--- src/otp_part_pkg.sv ---
/*
  Shared widths, fixed partition geometry and codes of the unbuffered OTP partition.
  The partition must stay 8-byte aligned and below the 2 KiB macro byte space.
*/
`default_nettype none

package otp_part_pkg;

  ////////////////////////////////////////////////////
  // Macro and bus widths
  ////////////////////////////////////////////////////

  // One macro word is a 16 bit halfword
  localparam int unsigned OtpWidth         = 16;
  localparam int unsigned OtpAddrShift     = 1;
  localparam int unsigned OtpByteAddrWidth = 11;
  localparam int unsigned OtpAddrWidth     = 10;
  // Size field counts macro words minus one
  localparam int unsigned OtpSizeWidth     = 2;
  localparam int unsigned BlockWidth       = 64;
  // Word address of the 32 bit software window
  localparam int unsigned SwAddrWidth      = 9;

  typedef logic [OtpAddrWidth-1:0] otp_addr_t;
  typedef logic [OtpSizeWidth-1:0] otp_size_t;
  typedef logic [SwAddrWidth-1:0]  sw_addr_t;
  typedef logic [BlockWidth-1:0]   block_t;
  typedef logic [1:0]              bus_err_t;

  ////////////////////////////////////////////////////
  // Partition geometry
  ////////////////////////////////////////////////////

  localparam logic [OtpByteAddrWidth-1:0] PartOffset = 11'd64;
  localparam logic [OtpByteAddrWidth-1:0] PartSize   = 11'd128;
  localparam logic [OtpByteAddrWidth-1:0] PartEnd    = PartOffset + PartSize;
  // Digest sits in the last 64 bit block
  localparam logic [OtpByteAddrWidth-1:0] DigestOffset =
      PartEnd - OtpByteAddrWidth'(BlockWidth / 8);

  // Read sizes for a data word and a full block
  localparam otp_size_t SizeData  = otp_size_t'(32 / OtpWidth - 1);
  localparam otp_size_t SizeBlock = otp_size_t'(BlockWidth / OtpWidth - 1);

  // Makes the bus adapter answer with an error
  localparam bus_err_t BusErr = 2'b11;

  ////////////////////////////////////////////////////
  // Codes
  ////////////////////////////////////////////////////

  // Shared with the macro, which reports in the same encoding
  typedef enum logic [2:0] {
    NoError             = 3'h0,
    MacroError          = 3'h1,
    MacroEccCorrError   = 3'h2,
    MacroEccUncorrError = 3'h3,
    AccessError         = 3'h4,
    FsmStateError       = 3'h5
  } otp_err_e;

  // Source of the macro address
  typedef enum logic {
    DigestSel = 1'b0,
    DataSel   = 1'b1
  } addr_sel_e;

endpackage

`default_nettype wire

--- src/otp_part_fsm.sv ---
/*
  Partition FSM with error register and bus response generation.
  One bus request outstanding at a time; ErrorSt is terminal until reset.
*/
`default_nettype none

module otp_part_fsm (
  input  wire                             clk_i,
  input  wire                             rst_ni,
  // Init and escalation
  input  wire                             init_req_i,
  input  wire                             escalate_en_i,
  // Bus request side
  input  wire                             tlul_req_i,
  input  wire                             addr_ok_i,
  input  wire                             read_lock_i,
  // Macro response side
  input  wire                             otp_gnt_i,
  input  wire                             otp_rvalid_i,
  input  otp_part_pkg::otp_err_e          otp_err_i,
  input  wire  [31:0]                     otp_rdata_i,
  // Status
  output logic                            init_done_o,
  output otp_part_pkg::otp_err_e          error_o,
  output logic                            fsm_err_o,
  // Bus response
  output logic                            tlul_gnt_o,
  output logic                            tlul_rvalid_o,
  output otp_part_pkg::bus_err_t          tlul_rerror_o,
  output logic [31:0]                     tlul_rdata_o,
  // Macro request and datapath control
  output logic                            otp_req_o,
  output otp_part_pkg::addr_sel_e         addr_sel_o,
  output logic                            digest_en_o
);

  typedef enum logic [2:0] {
    ResetSt,
    InitSt,
    InitWaitSt,
    IdleSt,
    ReadSt,
    ReadWaitSt,
    ErrorSt
  } state_e;

  state_e state_d, state_q;
  otp_part_pkg::otp_err_e error_d, error_q;
  // Granted request still owed a bus error in ErrorSt
  logic pending_err_d, pending_err_q;

  assign error_o = error_q;

  // No data goes out with an error or without a response
  assign tlul_rdata_o = (tlul_rvalid_o && tlul_rerror_o == '0) ? otp_rdata_i : '0;

  ////////////////////////////////////////////////////
  // Next state and outputs
  ////////////////////////////////////////////////////

  always_comb begin : p_fsm
    state_d       = state_q;
    error_d       = error_q;
    pending_err_d = 1'b0;
    init_done_o   = 1'b0;
    otp_req_o     = 1'b0;
    addr_sel_o    = otp_part_pkg::DigestSel;
    digest_en_o   = 1'b0;
    tlul_gnt_o    = 1'b0;
    tlul_rvalid_o = 1'b0;
    tlul_rerror_o = '0;
    fsm_err_o     = 1'b0;

    unique case (state_q)
      // Wait for the init pulse
      ResetSt: begin
        if (init_req_i) begin
          state_d = InitSt;
        end
      end
      // Request the digest block
      InitSt: begin
        otp_req_o = 1'b1;
        if (otp_gnt_i) begin
          state_d = InitWaitSt;
        end
      end
      // Digest is loaded whatever the macro reports
      InitWaitSt: begin
        if (otp_rvalid_i) begin
          digest_en_o = 1'b1;
          if (otp_err_i inside {otp_part_pkg::NoError, otp_part_pkg::MacroEccCorrError}) begin
            state_d = IdleSt;
            if (otp_err_i != otp_part_pkg::NoError) begin
              error_d = otp_part_pkg::MacroEccCorrError;
            end
          end else begin
            state_d = ErrorSt;
            error_d = otp_err_i;
          end
        end
      end
      // Grant straight away; soft errors clear here
      IdleSt: begin
        init_done_o = 1'b1;
        if (tlul_req_i) begin
          tlul_gnt_o = 1'b1;
          error_d    = otp_part_pkg::NoError;
          state_d    = ReadSt;
        end
      end
      // Window and lock check, then fetch
      ReadSt: begin
        init_done_o = 1'b1;
        if (addr_ok_i && !read_lock_i) begin
          otp_req_o  = 1'b1;
          addr_sel_o = otp_part_pkg::DataSel;
          if (otp_gnt_i) begin
            state_d = ReadWaitSt;
          end
        end else begin
          // Rejected read is not fatal
          tlul_rvalid_o = 1'b1;
          tlul_rerror_o = otp_part_pkg::BusErr;
          error_d       = otp_part_pkg::AccessError;
          state_d       = IdleSt;
        end
      end
      // Response goes out in the rvalid cycle
      ReadWaitSt: begin
        init_done_o = 1'b1;
        if (otp_rvalid_i) begin
          tlul_rvalid_o = 1'b1;
          if (otp_err_i inside {otp_part_pkg::NoError, otp_part_pkg::MacroEccCorrError}) begin
            state_d = IdleSt;
            if (otp_err_i != otp_part_pkg::NoError) begin
              error_d = otp_part_pkg::MacroEccCorrError;
            end
          end else begin
            tlul_rerror_o = otp_part_pkg::BusErr;
            error_d       = otp_err_i;
            state_d       = ErrorSt;
          end
        end
      end
      // Terminal; every request gets a bus error one cycle after its grant
      ErrorSt: begin
        if (pending_err_q) begin
          tlul_rvalid_o = 1'b1;
          tlul_rerror_o = otp_part_pkg::BusErr;
        end else if (tlul_req_i) begin
          tlul_gnt_o    = 1'b1;
          pending_err_d = 1'b1;
        end
      end
      default: begin
        state_d   = ErrorSt;
        error_d   = otp_part_pkg::FsmStateError;
        fsm_err_o = 1'b1;
      end
    endcase

    // Escalation overrides everything
    if (escalate_en_i) begin
      state_d   = ErrorSt;
      error_d   = otp_part_pkg::FsmStateError;
      fsm_err_o = 1'b1;
      // A read cut short still owes its response
      if ((state_q == ReadSt || state_q == ReadWaitSt) && !tlul_rvalid_o) begin
        pending_err_d = 1'b1;
      end
    end
  end

  ////////////////////////////////////////////////////
  // Registers
  ////////////////////////////////////////////////////

  always_ff @(posedge clk_i or negedge rst_ni) begin : p_regs
    if (!rst_ni) begin
      state_q       <= ResetSt;
      error_q       <= otp_part_pkg::NoError;
      pending_err_q <= 1'b0;
    end else begin
      state_q       <= state_d;
      error_q       <= error_d;
      pending_err_q <= pending_err_d;
    end
  end

endmodule

`default_nettype wire

--- src/otp_part_addr.sv ---
/*
  Address unit. Holds the software word address of the granted request.
  Range check covers the whole partition including the digest block.
*/
`default_nettype none

module otp_part_addr (
  input  wire                     clk_i,
  input  wire                     rst_ni,
  input  wire                     tlul_gnt_i,
  input  otp_part_pkg::sw_addr_t  tlul_addr_i,
  input  otp_part_pkg::addr_sel_e addr_sel_i,
  output logic                    addr_ok_o,
  output otp_part_pkg::otp_addr_t otp_addr_o,
  output otp_part_pkg::otp_size_t otp_size_o
);

  otp_part_pkg::sw_addr_t tlul_addr_q;
  // Byte addresses
  logic [otp_part_pkg::OtpByteAddrWidth-1:0] data_addr;
  logic [otp_part_pkg::OtpByteAddrWidth-1:0] addr_calc;

  ////////////////////////////////////////////////////
  // Request address
  ////////////////////////////////////////////////////

  // Latched on the grant, stable for the whole read
  always_ff @(posedge clk_i or negedge rst_ni) begin : p_addr
    if (!rst_ni) begin
      tlul_addr_q <= '0;
    end else if (tlul_gnt_i) begin
      tlul_addr_q <= tlul_addr_i;
    end
  end

  // Word to byte address
  assign data_addr = {tlul_addr_q, 2'b00};

  // Lower bound inclusive, upper bound exclusive
  assign addr_ok_o = (data_addr >= otp_part_pkg::PartOffset) &&
                     (data_addr <  otp_part_pkg::PartEnd);

  ////////////////////////////////////////////////////
  // Macro address and size
  ////////////////////////////////////////////////////

  assign addr_calc = (addr_sel_i == otp_part_pkg::DigestSel) ? otp_part_pkg::DigestOffset :
                                                                data_addr;

  // Macro counts in halfwords
  assign otp_addr_o = addr_calc[otp_part_pkg::OtpByteAddrWidth-1:otp_part_pkg::OtpAddrShift];

  // Digest needs the full block, data one 32 bit word
  assign otp_size_o = (addr_sel_i == otp_part_pkg::DigestSel) ? otp_part_pkg::SizeBlock :
                                                                 otp_part_pkg::SizeData;

endmodule

`default_nettype wire

--- src/otp_part_digest_lock.sv ---
/*
  Digest register and access-lock outputs.
  Locks are plain bits; both read as locked until init is done.
*/
`default_nettype none

module otp_part_digest_lock (
  input  wire                    clk_i,
  input  wire                    rst_ni,
  input  wire                    digest_en_i,
  input  otp_part_pkg::block_t   otp_rdata_i,
  input  wire                    init_done_i,
  input  wire                    read_lock_i,
  input  wire                    write_lock_i,
  output otp_part_pkg::block_t   digest_o,
  output logic                   read_lock_o,
  output logic                   write_lock_o
);

  otp_part_pkg::block_t digest_q;
  // Lock causes shared by both outputs
  logic common_lock;

  ////////////////////////////////////////////////////
  // Digest
  ////////////////////////////////////////////////////

  always_ff @(posedge clk_i or negedge rst_ni) begin : p_digest
    if (!rst_ni) begin
      digest_q <= '0;
    end else if (digest_en_i) begin
      digest_q <= otp_rdata_i;
    end
  end

  assign digest_o = digest_q;

  ////////////////////////////////////////////////////
  // Locks
  ////////////////////////////////////////////////////

  // Not initialised, or a digest has been written
  assign common_lock = !init_done_i || (digest_q != '0);

  // Locked out of reset
  always_ff @(posedge clk_i or negedge rst_ni) begin : p_locks
    if (!rst_ni) begin
      read_lock_o  <= 1'b1;
      write_lock_o <= 1'b1;
    end else begin
      read_lock_o  <= read_lock_i || common_lock;
      write_lock_o <= write_lock_i || common_lock;
    end
  end

endmodule

`default_nettype wire

--- src/otp_part_unbuf.sv ---
/*
  Unbuffered OTP partition controller top. Every macro read is an ECC read.
  Bus and macro ports use request/grant with a separate response valid.
*/
`default_nettype none

module otp_part_unbuf (
  input  wire                            clk_i,
  input  wire                            rst_ni,
  // Control
  input  wire                            init_req_i,
  output logic                           init_done_o,
  input  wire                            escalate_en_i,
  output otp_part_pkg::otp_err_e         error_o,
  output logic                           fsm_err_o,
  // Access
  input  wire                            read_lock_i,
  input  wire                            write_lock_i,
  output logic                           read_lock_o,
  output logic                           write_lock_o,
  output otp_part_pkg::block_t           digest_o,
  // Bus port
  input  wire                            tlul_req_i,
  input  otp_part_pkg::sw_addr_t         tlul_addr_i,
  output logic                           tlul_gnt_o,
  output logic                           tlul_rvalid_o,
  output otp_part_pkg::bus_err_t         tlul_rerror_o,
  output logic [31:0]                    tlul_rdata_o,
  // Macro port
  output logic                           otp_req_o,
  output otp_part_pkg::otp_addr_t        otp_addr_o,
  output otp_part_pkg::otp_size_t        otp_size_o,
  input  wire                            otp_gnt_i,
  input  wire                            otp_rvalid_i,
  input  otp_part_pkg::block_t           otp_rdata_i,
  input  otp_part_pkg::otp_err_e         otp_err_i
);

  otp_part_pkg::addr_sel_e addr_sel;
  logic                    digest_en;
  logic                    addr_ok;

  // Control, error register and bus responses
  otp_part_fsm u_fsm (
    .clk_i         (clk_i),
    .rst_ni        (rst_ni),
    .init_req_i    (init_req_i),
    .escalate_en_i (escalate_en_i),
    .tlul_req_i    (tlul_req_i),
    .addr_ok_i     (addr_ok),
    // Registered lock feeds back into the read check
    .read_lock_i   (read_lock_o),
    .otp_gnt_i     (otp_gnt_i),
    .otp_rvalid_i  (otp_rvalid_i),
    .otp_err_i     (otp_err_i),
    .otp_rdata_i   (otp_rdata_i[31:0]),
    .init_done_o   (init_done_o),
    .error_o       (error_o),
    .fsm_err_o     (fsm_err_o),
    .tlul_gnt_o    (tlul_gnt_o),
    .tlul_rvalid_o (tlul_rvalid_o),
    .tlul_rerror_o (tlul_rerror_o),
    .tlul_rdata_o  (tlul_rdata_o),
    .otp_req_o     (otp_req_o),
    .addr_sel_o    (addr_sel),
    .digest_en_o   (digest_en)
  );

  // Address latch, window check, macro address
  otp_part_addr u_addr (
    .clk_i       (clk_i),
    .rst_ni      (rst_ni),
    .tlul_gnt_i  (tlul_gnt_o),
    .tlul_addr_i (tlul_addr_i),
    .addr_sel_i  (addr_sel),
    .addr_ok_o   (addr_ok),
    .otp_addr_o  (otp_addr_o),
    .otp_size_o  (otp_size_o)
  );

  // Digest and published locks
  otp_part_digest_lock u_digest_lock (
    .clk_i        (clk_i),
    .rst_ni       (rst_ni),
    .digest_en_i  (digest_en),
    .otp_rdata_i  (otp_rdata_i),
    .init_done_i  (init_done_o),
    .read_lock_i  (read_lock_i),
    .write_lock_i (write_lock_i),
    .digest_o     (digest_o),
    .read_lock_o  (read_lock_o),
    .write_lock_o (write_lock_o)
  );

endmodule

`default_nettype wire

--- config.mk ---
export PLATFORM = sky130hd
export DESIGN_NAME = otp_part_unbuf
export DESIGN_NICKNAME = d
export VERILOG_FILES = /design/src/otp_part_pkg.sv /design/src/otp_part_fsm.sv /design/src/otp_part_addr.sv /design/src/otp_part_digest_lock.sv /design/src/otp_part_unbuf.sv
export SDC_FILE = /design/constraint.sdc
export NUM_CORES = 1
export LEC_CHECK = 0
export ABC_CLOCK_PERIOD_IN_PS = 2550
export BUFFER_PORTS_ARGS = -buffer_cell sky130_fd_sc_hd__buf_4
export CORE_MARGIN = 3
export CORE_UTILIZATION = 30
export CTS_CLUSTER_SIZE = 24
export DETAILED_ROUTE_END_ITERATION = 6
export GPL_TIMING_DRIVEN = 0
export HOLD_SLACK_MARGIN = 0.12
export PLACE_DENSITY = 0.59
export SYNTH_ARGS = -nofsm -noshare
export SYNTH_HDL_FRONTEND = slang
export SYNTH_SLANG_ARGS = --single-unit
--- constraint.sdc ---
create_clock -name clk_i -period 2.55 [get_ports clk_i]
set_input_delay 0.3825 -clock clk_i [delete_from_list [all_inputs] [get_ports clk_i]]
set_output_delay 0.3825 -clock clk_i [all_outputs]
set_load 0.05 [all_outputs]
Word-level counts from Yosys, hierarchy flattened
Cells that the tools add are included.
{ "word_totals": {"output_inout_bits": 120, "input_bits": 85, "regBits": 82, "word_cells": 89, "ramBits": 0, "memories": 0, "romBits": 0, "latchBits": 0} }
{ "classes": {"n_bitwise": 0, "addsub": 0, "n_lt_le_gt_ge": 2, "n_reduce_logical": 23, "div_mod_pow": 0, "n_mul": 0, "shifts": 0, "eq_ne": 16, "n_mux": 41} }
{ "ops": {"columns": ["cell", "n"], "rows": [
  ["nonzero test 64 bit", 1],
  ["two-way mux 3 bit", 14],
  ["two-way mux 32 bit", 1],
  ["one-hot mux 3 bit (6 select lines)", 1],
  ["two-way mux 1 bit", 14],
  ["!= test 3 bit (second input constant)", 4],
  ["one-hot mux 3 bit (4 select lines)", 1],
  [">= comparator 11 x 7 -> 1 bit (second input constant)", 1],
  ["less-than comparator 11 x 8 -> 1 bit (second input constant)", 1],
  ["two-way mux 11 bit", 1],
  ["two-way mux 2 bit", 5],
  ["== test 3 x 2 -> 1 bit (second input constant)", 3],
  ["== test 3 bit (second input constant)", 3],
  ["!= test 4 bit (second input constant)", 2],
  ["OR reduction 7 bit", 1],
  ["logical NOT 3 bit", 2],
  ["one-hot mux 2 bit (3 select lines)", 1],
  ["AND reduction 6 bit", 1],
  ["OR reduction 3 bit", 2],
  ["AND reduction 5 bit", 1],
  ["logical AND 1 bit", 4],
  ["logical OR 1 bit", 4],
  ["one-hot mux 1 bit (2 select lines)", 2],
  ["== test 3 x 1 -> 1 bit (second input constant)", 1],
  ["other kinds (9)", 11]
]} }

Logic depth before layout (Yosys ltp)
Gate-level depths: netlist of run 1.
{ "logic_depth": {"depth_word": 9, "depth_mapped": 7, "depth_no_buf": 4} }

Modules after synthesis
From an unflattened synthesis of run 1, not the netlist that was laid out.
{ "unflattened": {"cells_unflattened": 316, "hier_area_um2": 3978.8} }
{ "by_module_without_submodules": {"columns": ["module", "area_each_um2", "cells_per_inst", "instances", "seq_area_each_um2"], "rows": [
  ["otp_part_digest_lock", 2616.3, 162, 1, 1654.1],
  ["otp_part_fsm", 893.4, 119, 1, 175.2],
  ["otp_part_addr", 469.2, 35, 1, 225.2]
]} }

Worst setup path after synthesis of run 1
OpenSTA, ideal clock, no wires.
{ "synth_timing": {"kind": "reg-to-output", "startpoint": "reg u_addr.tlul_addr_q[8]", "endpoint": "out otp_addr_o[1]", "required_time_ps": 2168, "t_arrival_ps": 2311, "path_stages_with_launch": 5, "slack_ps": -144, "path_buffers": 1, "cell_sequence": "dfrtp_1 > or4_4 > or4_1 > buf_2 > nor2_1"} }
{ "synth_via": {"elab_chain_cells": 6} }
{ "synth_lines": {"columns": ["element", "line", "text"], "rows": [
  ["start, declared", "otp_part_addr.sv:18", "otp_part_pkg::sw_addr_t tlul_addr_q;"],
  ["start signal, assigned", "otp_part_addr.sv:32", "tlul_addr_q <= tlul_addr_i;"],
  [">= comparator 11 x 7 -> 1 bit or less-than comparator 11 x 8 -> 1 bit (tied branches)", "otp_part_addr.sv:40, otp_part_addr.sv:41", null],
  ["logical AND 1 bit (*)", "otp_part_addr.sv:40", "assign addr_ok_o = (data_addr >= otp_part_pkg::PartOffset) &&"],
  ["logical AND 1 bit (*)", "otp_part_fsm.sv:115", "if (addr_ok_i && !read_lock_i) begin"],
  ["two-way mux 1 bit (*)", "otp_part_fsm.sv:115", null],
  ["two-way mux 1 bit (*)", "otp_part_fsm.sv:74", "unique case (state_q)"],
  ["two-way mux 11 bit (*)", "otp_part_addr.sv:47", "assign addr_calc = (addr_sel_i == otp_part_pkg::DigestSel) ? otp_part_pkg::DigestOffset :"],
  ["end, declared", "otp_part_unbuf.sv:31", "output otp_part_pkg::otp_addr_t otp_addr_o,"]
]} }
Mark *: on every way between the ends. The rest lies on a longest branch, timed or not.

Final worst setup path of run 1
{ "layout_timing": {"startpoint": "reg u_addr.tlul_addr_q[8]", "endpoint": "out otp_addr_o[6]"} }
The elaborated chain is that of the path after synthesis.

==> metrics, run 1 <==
vias per inst between 4 and 5; ANT nets after route 0; cell type with the largest total area after synthesis dfrtp_1; CTS H-tree depth 3; final setup fails 1; final instance area 6110 µm²; Power per Cell Area 1010 nW/µm²; HPWL after DPL ~8900 µm; sequential power share 31.7%; final slew viol count 0; vias in the first global route around 3600; placed cell count 700; Final min period about 2.6 ns; largest net degree at the start of global routing a little over 80; Sink Count 82; die area around 15000 µm²; WP data arrival 2.18 ns; critical path launch point u_addr.tlul_addr_q[8]; fin nets 626; Max-slew headroom 29.8%; top cells by area, synth dfrtp_1 51%, mux2_2 21%, and2_1 5.2%; total power a little over 6 mW; register area share after synthesis between 50% and 60%; Clock Skew 0.00506 ns; Setup crit end otp_addr_o[6]; Netlist cell types 44; Critical Path Stages 4; unrepaired setup endpoints after global routing true; drt total wl 11700 µm; IO Count ~200; n_diodes 0; Combinational Power Share 43.7%; Routed WL per cell 16.3 µm; DP Worst Slack -0.368 ns; final hold violations 0; Worst R2R Start u_fsm.state_q[1]; Clk pwr share 24.5%; CTS Root Cell clkbuf_16; Worst path most repeated cell or4_4; Slew @ Worst Pin 1.05 ns; drt first-iter violations 149; CTS tree built; area occupied by multi-input gates 1760 µm²; Overflow after GRT 0; Clk pin slew, worst setup/hold paths roughly 0.060 ns; Crit Path Class reg -> out; area delta synth->final 55.2%; startpoint types flip-flop; Max-Cap Viols 0; input/output buffers slightly below 200; CTS buffer count 9; flop2flop setup slack 0.32 ns; mapped cell area just under 4000 µm²; CP Buf/Inv Count 1; first-pass GRT wire length 18600 µm; # DRC 0; Starting Density 30.9%; layout cells sized above 1 59.2%; number of synthesis warnings 0; Req. time, crit path between 2 and 2.5 ns; Critical-path top delay cell or4_4; RePlAce Congestion between 0.8 and 0.9; Core ar. 12700 µm²; share of the synthesized area in the top cell type 50.9%; placed cell areas 5650 µm²; Die H around 120 µm; fill count 1222; Worst path max stage delay about 0.57 ns; worst-skew pair later-pin latency 0.34 ns; initial antenna violation count 0; hold slack 0.224 ns; synthesized instance count 327; maximum vdd ir drop 0.565 mV; Sw Ratio 41.4%; Total Routing Usage GR 16.3%; CP top delay family simple AND/OR/NAND/NOR gates; status finished, violations left; syn_area_per_cell 12.0 µm²; leak pwr around 3.1 nW; R2R depth 6; number of non-filler instances in the completed layout 718; Vias 3369; setup TNS -0.00904 ns; Net Switching 2.55 mW; Fmax 391 MHz; Hold Path Class in -> async; final core occ 48.0%; fin worst setup slack -0.00904 ns; Register Area 2050 µm²; cell chain of the critical path or4_4, or4_4, or2_1, buf_6; worst-path fanout max 7; # rows 41; TritonRoute pass-1 iters 5; Longest Clk Path Bufs 2; R2R Path End u_digest_lock.digest_o[42]; Worst setup EP type output port; die width 121 µm; FF+latch count, synth 82; Final Cycle Share 100%; failing checks setup timing; Internal about 3.6 mW
## sequential cells by signal (all words and copies together), names as in the netlist
name and cells:
u_digest_lock.write_lock_o 1, u_fsm.error_o 3, u_addr.tlul_addr_q 9, u_fsm.pending_err_q 1, u_digest_lock.read_lock_o 1, u_digest_lock.digest_o 64
u_fsm.state_q 3
## cell type report
class	count	area share, %
clock buffers	10	3.91
plain buffers	24	2.31
clock inverters	6	1.86
multi-input cells	217	28.9
repair buffers	201	25.5
inverters	6	0.369
well taps	172	3.52
flip-flops and latches	82	33.6
## what timing repair did
item / 4_1_cts / 5_1_grt
gates resized for setup: 16 / 16
setup buffers: 2 / 1
hold buffers: 0 / 0
pin swaps: 3 / 3
endpoints found under the setup margin: 42 / 40
## worst min path at each step
stage	start	to	slack, ns	cells past startpoint
floorplan	rst_ni	u_addr.tlul_addr_q[0]	0.09	0
global placement	u_addr.tlul_addr_q[2]	u_addr.tlul_addr_q[2]	0.48	1
detailed placement	u_addr.tlul_addr_q[3]	u_addr.tlul_addr_q[3]	0.49	1
CTS	read_lock_i	u_digest_lock.read_lock_o	0.22	2
global route	read_lock_i	u_digest_lock.read_lock_o	0.23	2
finish	rst_ni	u_fsm.error_o[0]	0.22	1
## placed cells by master, fill, tap and decap left out, types with 3 or more instances in the layout
| master | count |
|---|---|
| nand2b_1 | 3 |
| bufinv_16 | 3 |
| mux2i_1 | 5 |
| buf_6 | 10 |
| or2_1 | 4 |
| and3_1 | 3 |
| conb_1 | 5 |
| o221ai_1 | 3 |
| and2_1 | 33 |
| buf_4 | 197 |
| buf_2 | 9 |
| mux2_2 | 73 |
| nor2b_1 | 3 |
| clkbuf_16 | 9 |
| inv_1 | 5 |
| dfrtp_1 | 80 |
| nor2_1 | 8 |
| o21ai_0 | 3 |
| a21oi_1 | 8 |
| nand4_1 | 5 |
| nor4_1 | 17 |
| clkbuf_4 | 3 |
| nand2_1 | 10 |
## routing by layer
metal / up-vias / GRT usage (%) / share of wire, %
met1: 1640 / 19.8 / 41
met4: 0 / 6.44 / 1.9
li1: 1593 / - / -
met5: - / 0 / 0
met3: 15 / 4.40 / 6.9
met2: 121 / 27.6 / 50
## worst register-to-register path, delay by kind of cell, from the launching register on
| family | cells | cell delay [ns] |
|---|---|---|
| buffers and inverters | 3 | 0.78 |
| and+or+nand+nor | 2 | 0.65 |
| muxes | 1 | 0.37 |
| DFF | 1 | 0.31 |
## power groups by stage
stage / combinational [mW] / sequential, mW / clock (mW)
2_1_floorplan: 0.736 / 3.02 / 0
3_3_place_gp: 2.70 / 1.96 / 0
3_5_place_dp: 2.71 / 1.97 / 0
4_1_cts: 2.71 / 1.96 / 1.56
5_1_grt: 2.83 / 2.02 / 1.61
6_report: 2.69 / 1.95 / 1.51
## cell families (layout without fill, tap and decap cells)
group | after synthesis | in the layout | share of synthesized area (%)
compound gates | 30 | 30 | 5.85
other cells | 2 | 5 | 0.191
flops | 82 | 82 | 52.2
buf+inv | 31 | 247 | 3.88
simple gates | 102 | 102 | 15.3
mux | 78 | 78 | 22.2
xor+xnor | 2 | 2 | 0.445
## cells in the mapped netlist
library cell,instances
xnor2_1,1
buf_1,2
o22ai_1,1
buf_2,11
clkbuf_1,6
a21oi_4,1
o211a_1,1
nor3_1,4
buf_4,6
nand4_1,5
o2bb2ai_1,1
nand3_1,2
or4_1,1
or2_1,4
nor4_1,17
xor2_1,1
mux2_2,73
dfstp_2,2
o21ai_0,4
o311ai_1,1
o221ai_1,3
a22oi_1,1
or4_4,1
o311a_1,2
nor4bb_1,1
or2_2,2
and3_1,3
nor2b_1,3
or3_1,2
mux2i_1,5
a211oi_1,2
nand3b_1,2
o31ai_4,1
dfrtp_1,80
nand2_1,10
conb_1,2
nor2_1,8
inv_1,6
a21oi_1,8
nor4b_1,1
o21a_1,2
and2_1,33
a21o_1,2
nand2b_1,3
Note: power is estimated with default switching activity, not from simulation.
==> run 2, diff against run 1 <==
- ABC_CLOCK_PERIOD_IN_PS: 2550 -> 2100
- PLACE_DENSITY: 0.59 -> 0.61
- clock period: 2.55 -> 2.1 ns (I/O delays scaled with it)
==> metrics, run 2 (synthesized netlist as in run 1, its figures left out) <==
status finished, violations left; failing checks setup timing; Total Routing Usage GR 18.3%; RePlAce Congestion 0.865; drt total wl between 10000 and 15000 µm; total power 7.34 mW; vias in the first global route 3817; Sink Count 82; Final min period 2.48 ns; CTS H-tree depth 3; Longest Clk Path Bufs 2; Vias 3529; Overflow after GRT 0; flop2flop setup slack 0.05 ns; Clock Skew 0.00386 ns; CTS Root Cell clkbuf_16; Routed WL per cell 18.1 µm; Hold Path Class in -> async; fill count 1142; Slew @ Worst Pin between 1 and 1.5 ns; ANT nets after route 0; vias per inst 4.81; WP data arrival ~2.2 ns; initial antenna violation count 0; Starting Density a little over 30%; IO Count 205; most common cell after layout, fill and taps aside buf_4; CTS buffer count 9; CTS tree built; Max-slew headroom 29.7%; worst-path fanout max 6; R2R Path End u_fsm.error_o[2]; Worst R2R Start u_digest_lock.read_lock_o; HPWL after DPL 9320 µm; maximum vdd ir drop roughly 0.79 mV; Crit Path Class reg -> out; Req. time, crit path 1.78 ns; max reg flops 64; die area about 15000 µm²; # DRC 0; startpoint types flip-flop; TritonRoute pass-1 iters 4; n_diodes 0; unrepaired setup endpoints after global routing true; first-pass GRT wire length 20500 µm; layout cells sized above 1 between 60% and 70%; R2R depth 6; final setup fails 23; Die H 121 µm; # rows between 40 and 50; Final Cycle Share 118%; input/output buffers 198; Worst setup EP type output port; area occupied by multi-input gates 1950 µm²; final hold violations 0; Fmax just over 400 MHz; Core ar. about 13000 µm²; worst-skew pair later-pin latency 0.34 ns; final slew viol count 0; Register Area between 2000 and 2500 µm²; Power per Cell Area 1090 nW/µm²; Max-Cap Viols 0; die width 121 µm; fin nets about 640; drt first-iter violations 224; largest net degree at the start of global routing 83; most frequent cells in the layout 172 x buf_4, 80 x dfrtp_1, 73 x mux2_2; Clk pin slew, worst setup/hold paths 0.06 ns; final core occ 52.9%; area delta synth->final 71.2%; leak pwr 3.28 nW; fin worst setup slack -0.375 ns
-- run 2: changes by cell type in the layout (fill, tap and decap cells not counted), sizes merged --
cell,before,now
clkbuf,16,26
bufinv,3,1
clkinvlp,2,0
buf,219,228
-- run 2: power by group --
part / internal (mW) / leakage (nW) / total [mW] / switching (mW)
Combinational: 1.21 / 2.09 / 3.37 / 2.16
Sequential: 2.03 / 1.05 / 2.39 / 0.364
Clock: 0.985 / 0.147 / 1.58 / 0.595
Total: 4.22 / 3.28 / 7.34 / 3.12
-- run 2: worst max-delay path, stage by stage, from the launching register on --
cell	delay, ns
dfstp_2	0.37
or4_4	0.54
or4_4	0.50
or2_4	0.26
buf_6	0.15
-- run 2: worst max-delay path by stage --
stage	cells after the start	startpoint	slack, ns	to
2_1_floorplan	4	u_addr.tlul_addr_q[8]	-0.15	otp_addr_o[2]
3_3_place_gp	7	u_fsm.state_q[0]	-0.60	tlul_rdata_o[1]
3_5_place_dp	7	u_fsm.state_q[0]	-0.64	tlul_rdata_o[1]
4_1_cts	4	u_digest_lock.read_lock_o	-0.40	otp_addr_o[4]
5_1_grt	4	u_digest_lock.read_lock_o	-0.43	otp_addr_o[3]
6_report	4	u_digest_lock.read_lock_o	-0.38	otp_addr_o[4]
-- run 2: stage by stage --
step                hold WS [ns]  setup slack, ns  instance area [µm²]  instances  setup TNS (ns)
finish                     0.164           -0.375                 6740        733           -3.95
floorplan                 0.0194           -0.152                 3980        330          -0.800
detailed placement         0.499           -0.635                 5680        700          -21.52
global route               0.153           -0.430                 6740        733           -7.26
CTS                        0.152           -0.398                 6640        733           -4.03
global placement           0.491           -0.600                 5680        700          -22.51
-- run 2: final cells by class --
class,count,share of cell area (%)
plain buffers,24,3.55
repair buffers,216,29.1
clock buffers,14,3.92
inverters,6,0.372
multi-input cells,217,28.9
well taps,172,3.20
flip-flops and latches,82,30.5
clock inverters,2,0.520
-- run 2: per-layer routing --
| layer | share of wire [%] | global-route usage, % | vias up |
|---|---|---|---|
| li1 | - | - | 1618 |
| met1 | 39 | 22.4 | 1742 |
| met2 | 52 | 30.6 | 153 |
| met3 | 8.0 | 5.94 | 16 |
| met4 | 1.4 | 5.88 | 0 |
| met5 | 0 | 0 | - |
-- run 2: repair_timing --
action / 4_1_cts / 5_1_grt
cloned: 3 / 0
setup endpoints to repair: 106 / 110
gates resized for setup: 142 / 28
setup buffers: 15 / 0
hold buffers: 0 / 0
pin swaps: 26 / 2
==> run 3, diff against run 2 <==
- ABC_AREA: not set -> 1
- CTS_BUF_LIST: not set -> sky130_fd_sc_hd__clkbuf_16
- PLACE_DENSITY: 0.61 -> 0.6
==> metrics, run 3 <==
final core occ 51.9%; n_diodes 0; Adder-Cell Fraction of Synth Area 0%; Starting Density 30.9%; CP Buf/Inv Count 7; mux cell area share after synthesis 9.01%; startpoint types flip-flop; worst-path fanout max 6; syn_area_per_cell 9.04 µm²; Synth Flop Type dfrtp_1; Final min period 2.22 ns; most frequent cells after synthesis 80 x dfrtp_1, 80 x nand2_1, 72 x nor2_1, 52 x inv_1, 34 x o21ai_0; # rows 42; R2R Path End u_fsm.state_q[2]; Total Routing Usage GR 16.6%; synthesized instance count 456; first-pass GRT wire length 19800 µm; Req. time, crit path 1.78 ns; area occupied by multi-input gates 1980 µm²; mapped cell area 4120 µm²; Longest Clk Path Bufs 2; die width between 100 and 150 µm; Netlist cell types 34; register area share after synthesis 49.8%; TritonRoute pass-1 iters 4; Critical-path top delay cell dfrtp_1; cell type with the largest total area after synthesis dfrtp_1; HPWL after DPL 9360 µm; drt total wl ~13000 µm; final hold violations 0; initial antenna violation count 0; CTS H-tree depth 3; WP data arrival 1.90 ns; Net Switching 5.51 mW; Crit Path Class reg -> out; input/output buffers 198; vias per inst 4.54; final setup fails 31; CP top delay family buffers and inverters; ANT nets after route 0; Core ar. 13300 µm²; failing checks setup timing; Worst R2R Start u_fsm.state_q[2]; Fmax 451 MHz; Slew @ Worst Pin ~1.1 ns; CTS Root Cell clkbuf_16; die area 15200 µm²; Async SR Flop Fraction between 90% and 100%; Final Cycle Share 106%; Max-Cap Viols 0; area delta synth->final 67.9%; CTS buffer count 9; fill count roughly 1200; most frequent cells in the layout 181 x buf_4, 79 x dfrtp_1, 75 x nand2_1; # DRC 0; flop2flop setup slack 0.44 ns; unrepaired setup endpoints after global routing true; EDFF count, synth 0; FF+latch count, synth 82; Vias between 3000 and 4000; Synth Area in Compound Gates 8.32%; Combinational Power Share between 60% and 70%; share of the synthesized area in the top cell type about 50%; Sw Ratio 50.3%; vias in the first global route 4012; number of synthesis warnings 0; Clk pwr share 12.9%; Sink Count 82; Worst path max stage delay 0.37 ns; IO Count 205; sequential power share about a quarter; status finished, violations left; R2R depth 9; Overflow after GRT 0; Post-CTS Hold Fix Bufs 0; largest net degree at the start of global routing 83; drt first-iter violations 221; fin nets 780; leak pwr 3.48 nW; Synth Area in XOR/XNOR less than 1%; cell chain of the critical path buf_6, clkinv_8, nand2_2, inv_2, nand3_2, inv_2, nand4_4, buf_12, buf_12, nor2_4, buf_8; Max-slew headroom 29.1%; CTS tree built; layout cells sized above 1 between 50 and 60%; Clk pin slew, worst setup/hold paths 0.07 ns; worst-skew pair later-pin latency 0.34 ns; Power per Cell Area 1580 nW/µm²; Worst setup EP type output port; maximum vdd ir drop 0.819 mV; Internal 5.45 mW; fin worst setup slack -0.117 ns; Routed WL per cell between 10 and 15 µm; RePlAce Congestion around 0.86; Hold Path Class in -> async; Die H around 120 µm; largest family of logic cells by synthesized area simple AND/OR/NAND/NOR gates; max reg flops 64; hold slack 0.133 ns; post-synthesis simple-gate area fraction roughly 22%; final slew viol count 0; top cells by area, synth dfrtp_1 49%, mux2_2 7.9%, nand2_1 7.3%; Register Area roughly 2000 µm²; most common cell after layout, fill and taps aside buf_4; Clock Skew 0.00886 ns
==> run 3: cell count changes after synthesis, sizes merged, moves of 17 or more <==
cell	delta
inv	+51
mux2	-41
o21ai	+43
and2	-33
nor2	+77
nand2	+77
nor4	-17
==> run 3: power groups by stage <==
stage | logic (mW) | registers [mW] | clock network, mW
final | 6.64 | 2.91 | 1.41
after global routing | 7.05 | 3.02 | 1.54
after CTS | 6.35 | 2.90 | 1.47
after detailed placement | 6.11 | 2.91 | 0
after global placement | 6.06 | 2.88 | 0
after floorplan | 2.15 | 4.99 | 0
==> run 3: cell type report <==
cell class | instances | share of cell area [%]
buffer | 23 | 3.33
clock buffer | 9 | 3.25
clock inverter | 7 | 0.542
inverter | 57 | 3.42
multi-input combinational | 297 | 28.6
sequential | 82 | 29.7
tap | 176 | 3.18
timing repair buffer | 225 | 28.0
==> run 3: what timing repair did <==
| action | 4_1_cts | 5_1_grt |
|---|---|---|
| resized for setup | 92 | 36 |
| gates cloned | 3 | 0 |
| pin swaps | 5 | 11 |
| buffers inserted | 13 | 12 |
| endpoints found under the setup margin | 42 | 43 |
==> run 3: worst max-delay path by stage <==
stage | depth (start not counted) | endpoint | slack (ns) | from
floorplan | 7 | tlul_rerror_o[1] | -0.16 | u_digest_lock.read_lock_o
global placement | 9 | tlul_rerror_o[1] | 0.12 | u_fsm.state_q[0]
detailed placement | 9 | tlul_rerror_o[1] | 0.06 | u_fsm.state_q[0]
CTS | 8 | tlul_rdata_o[16] | -0.12 | u_addr.tlul_addr_q[8]
global route | 8 | tlul_rdata_o[9] | -0.20 | u_addr.tlul_addr_q[6]
finish | 11 | tlul_rdata_o[9] | -0.12 | u_fsm.state_q[1]
==> run 3: kinds of logic (layout without fill, tap and decap cells) <==
logic type / after synthesis / count (layout)
flops: 82 / 82
buf+inv: 80 / 321
compound gates: 55 / 55
other cells: 2 / 5
simple gates: 204 / 204
mux: 32 / 32
xor+xnor: 1 / 1
==> run 3: layer usage <==
| layer | track usage (%) | vias up | share of wire, % | wire, µm |
|---|---|---|---|---|
| li1 | - | 1918 | - | - |
| met1 | 20.4 | 1882 | 39 | 5020 |
| met2 | 27.9 | 157 | 52 | 6640 |
| met3 | 3.80 | 19 | 7.0 | 901 |
| met4 | 7.34 | 0 | 2.1 | 269 |
| met5 | 0 | - | 0 | 0 |
==> run 3: through the flow <==
step	area, µm²	cells	TNS, ns	worst slack (ns)	power [mW]
floorplan	4200	459	-0.221	-0.164	7.15
global placement	5900	833	0	0.122	8.94
detailed placement	5900	833	0	0.0619	9.02
CTS	6720	865	-2.90	-0.120	10.7
global route	6920	876	-6.15	-0.201	11.6
finish	6920	876	-2.71	-0.117	11.0
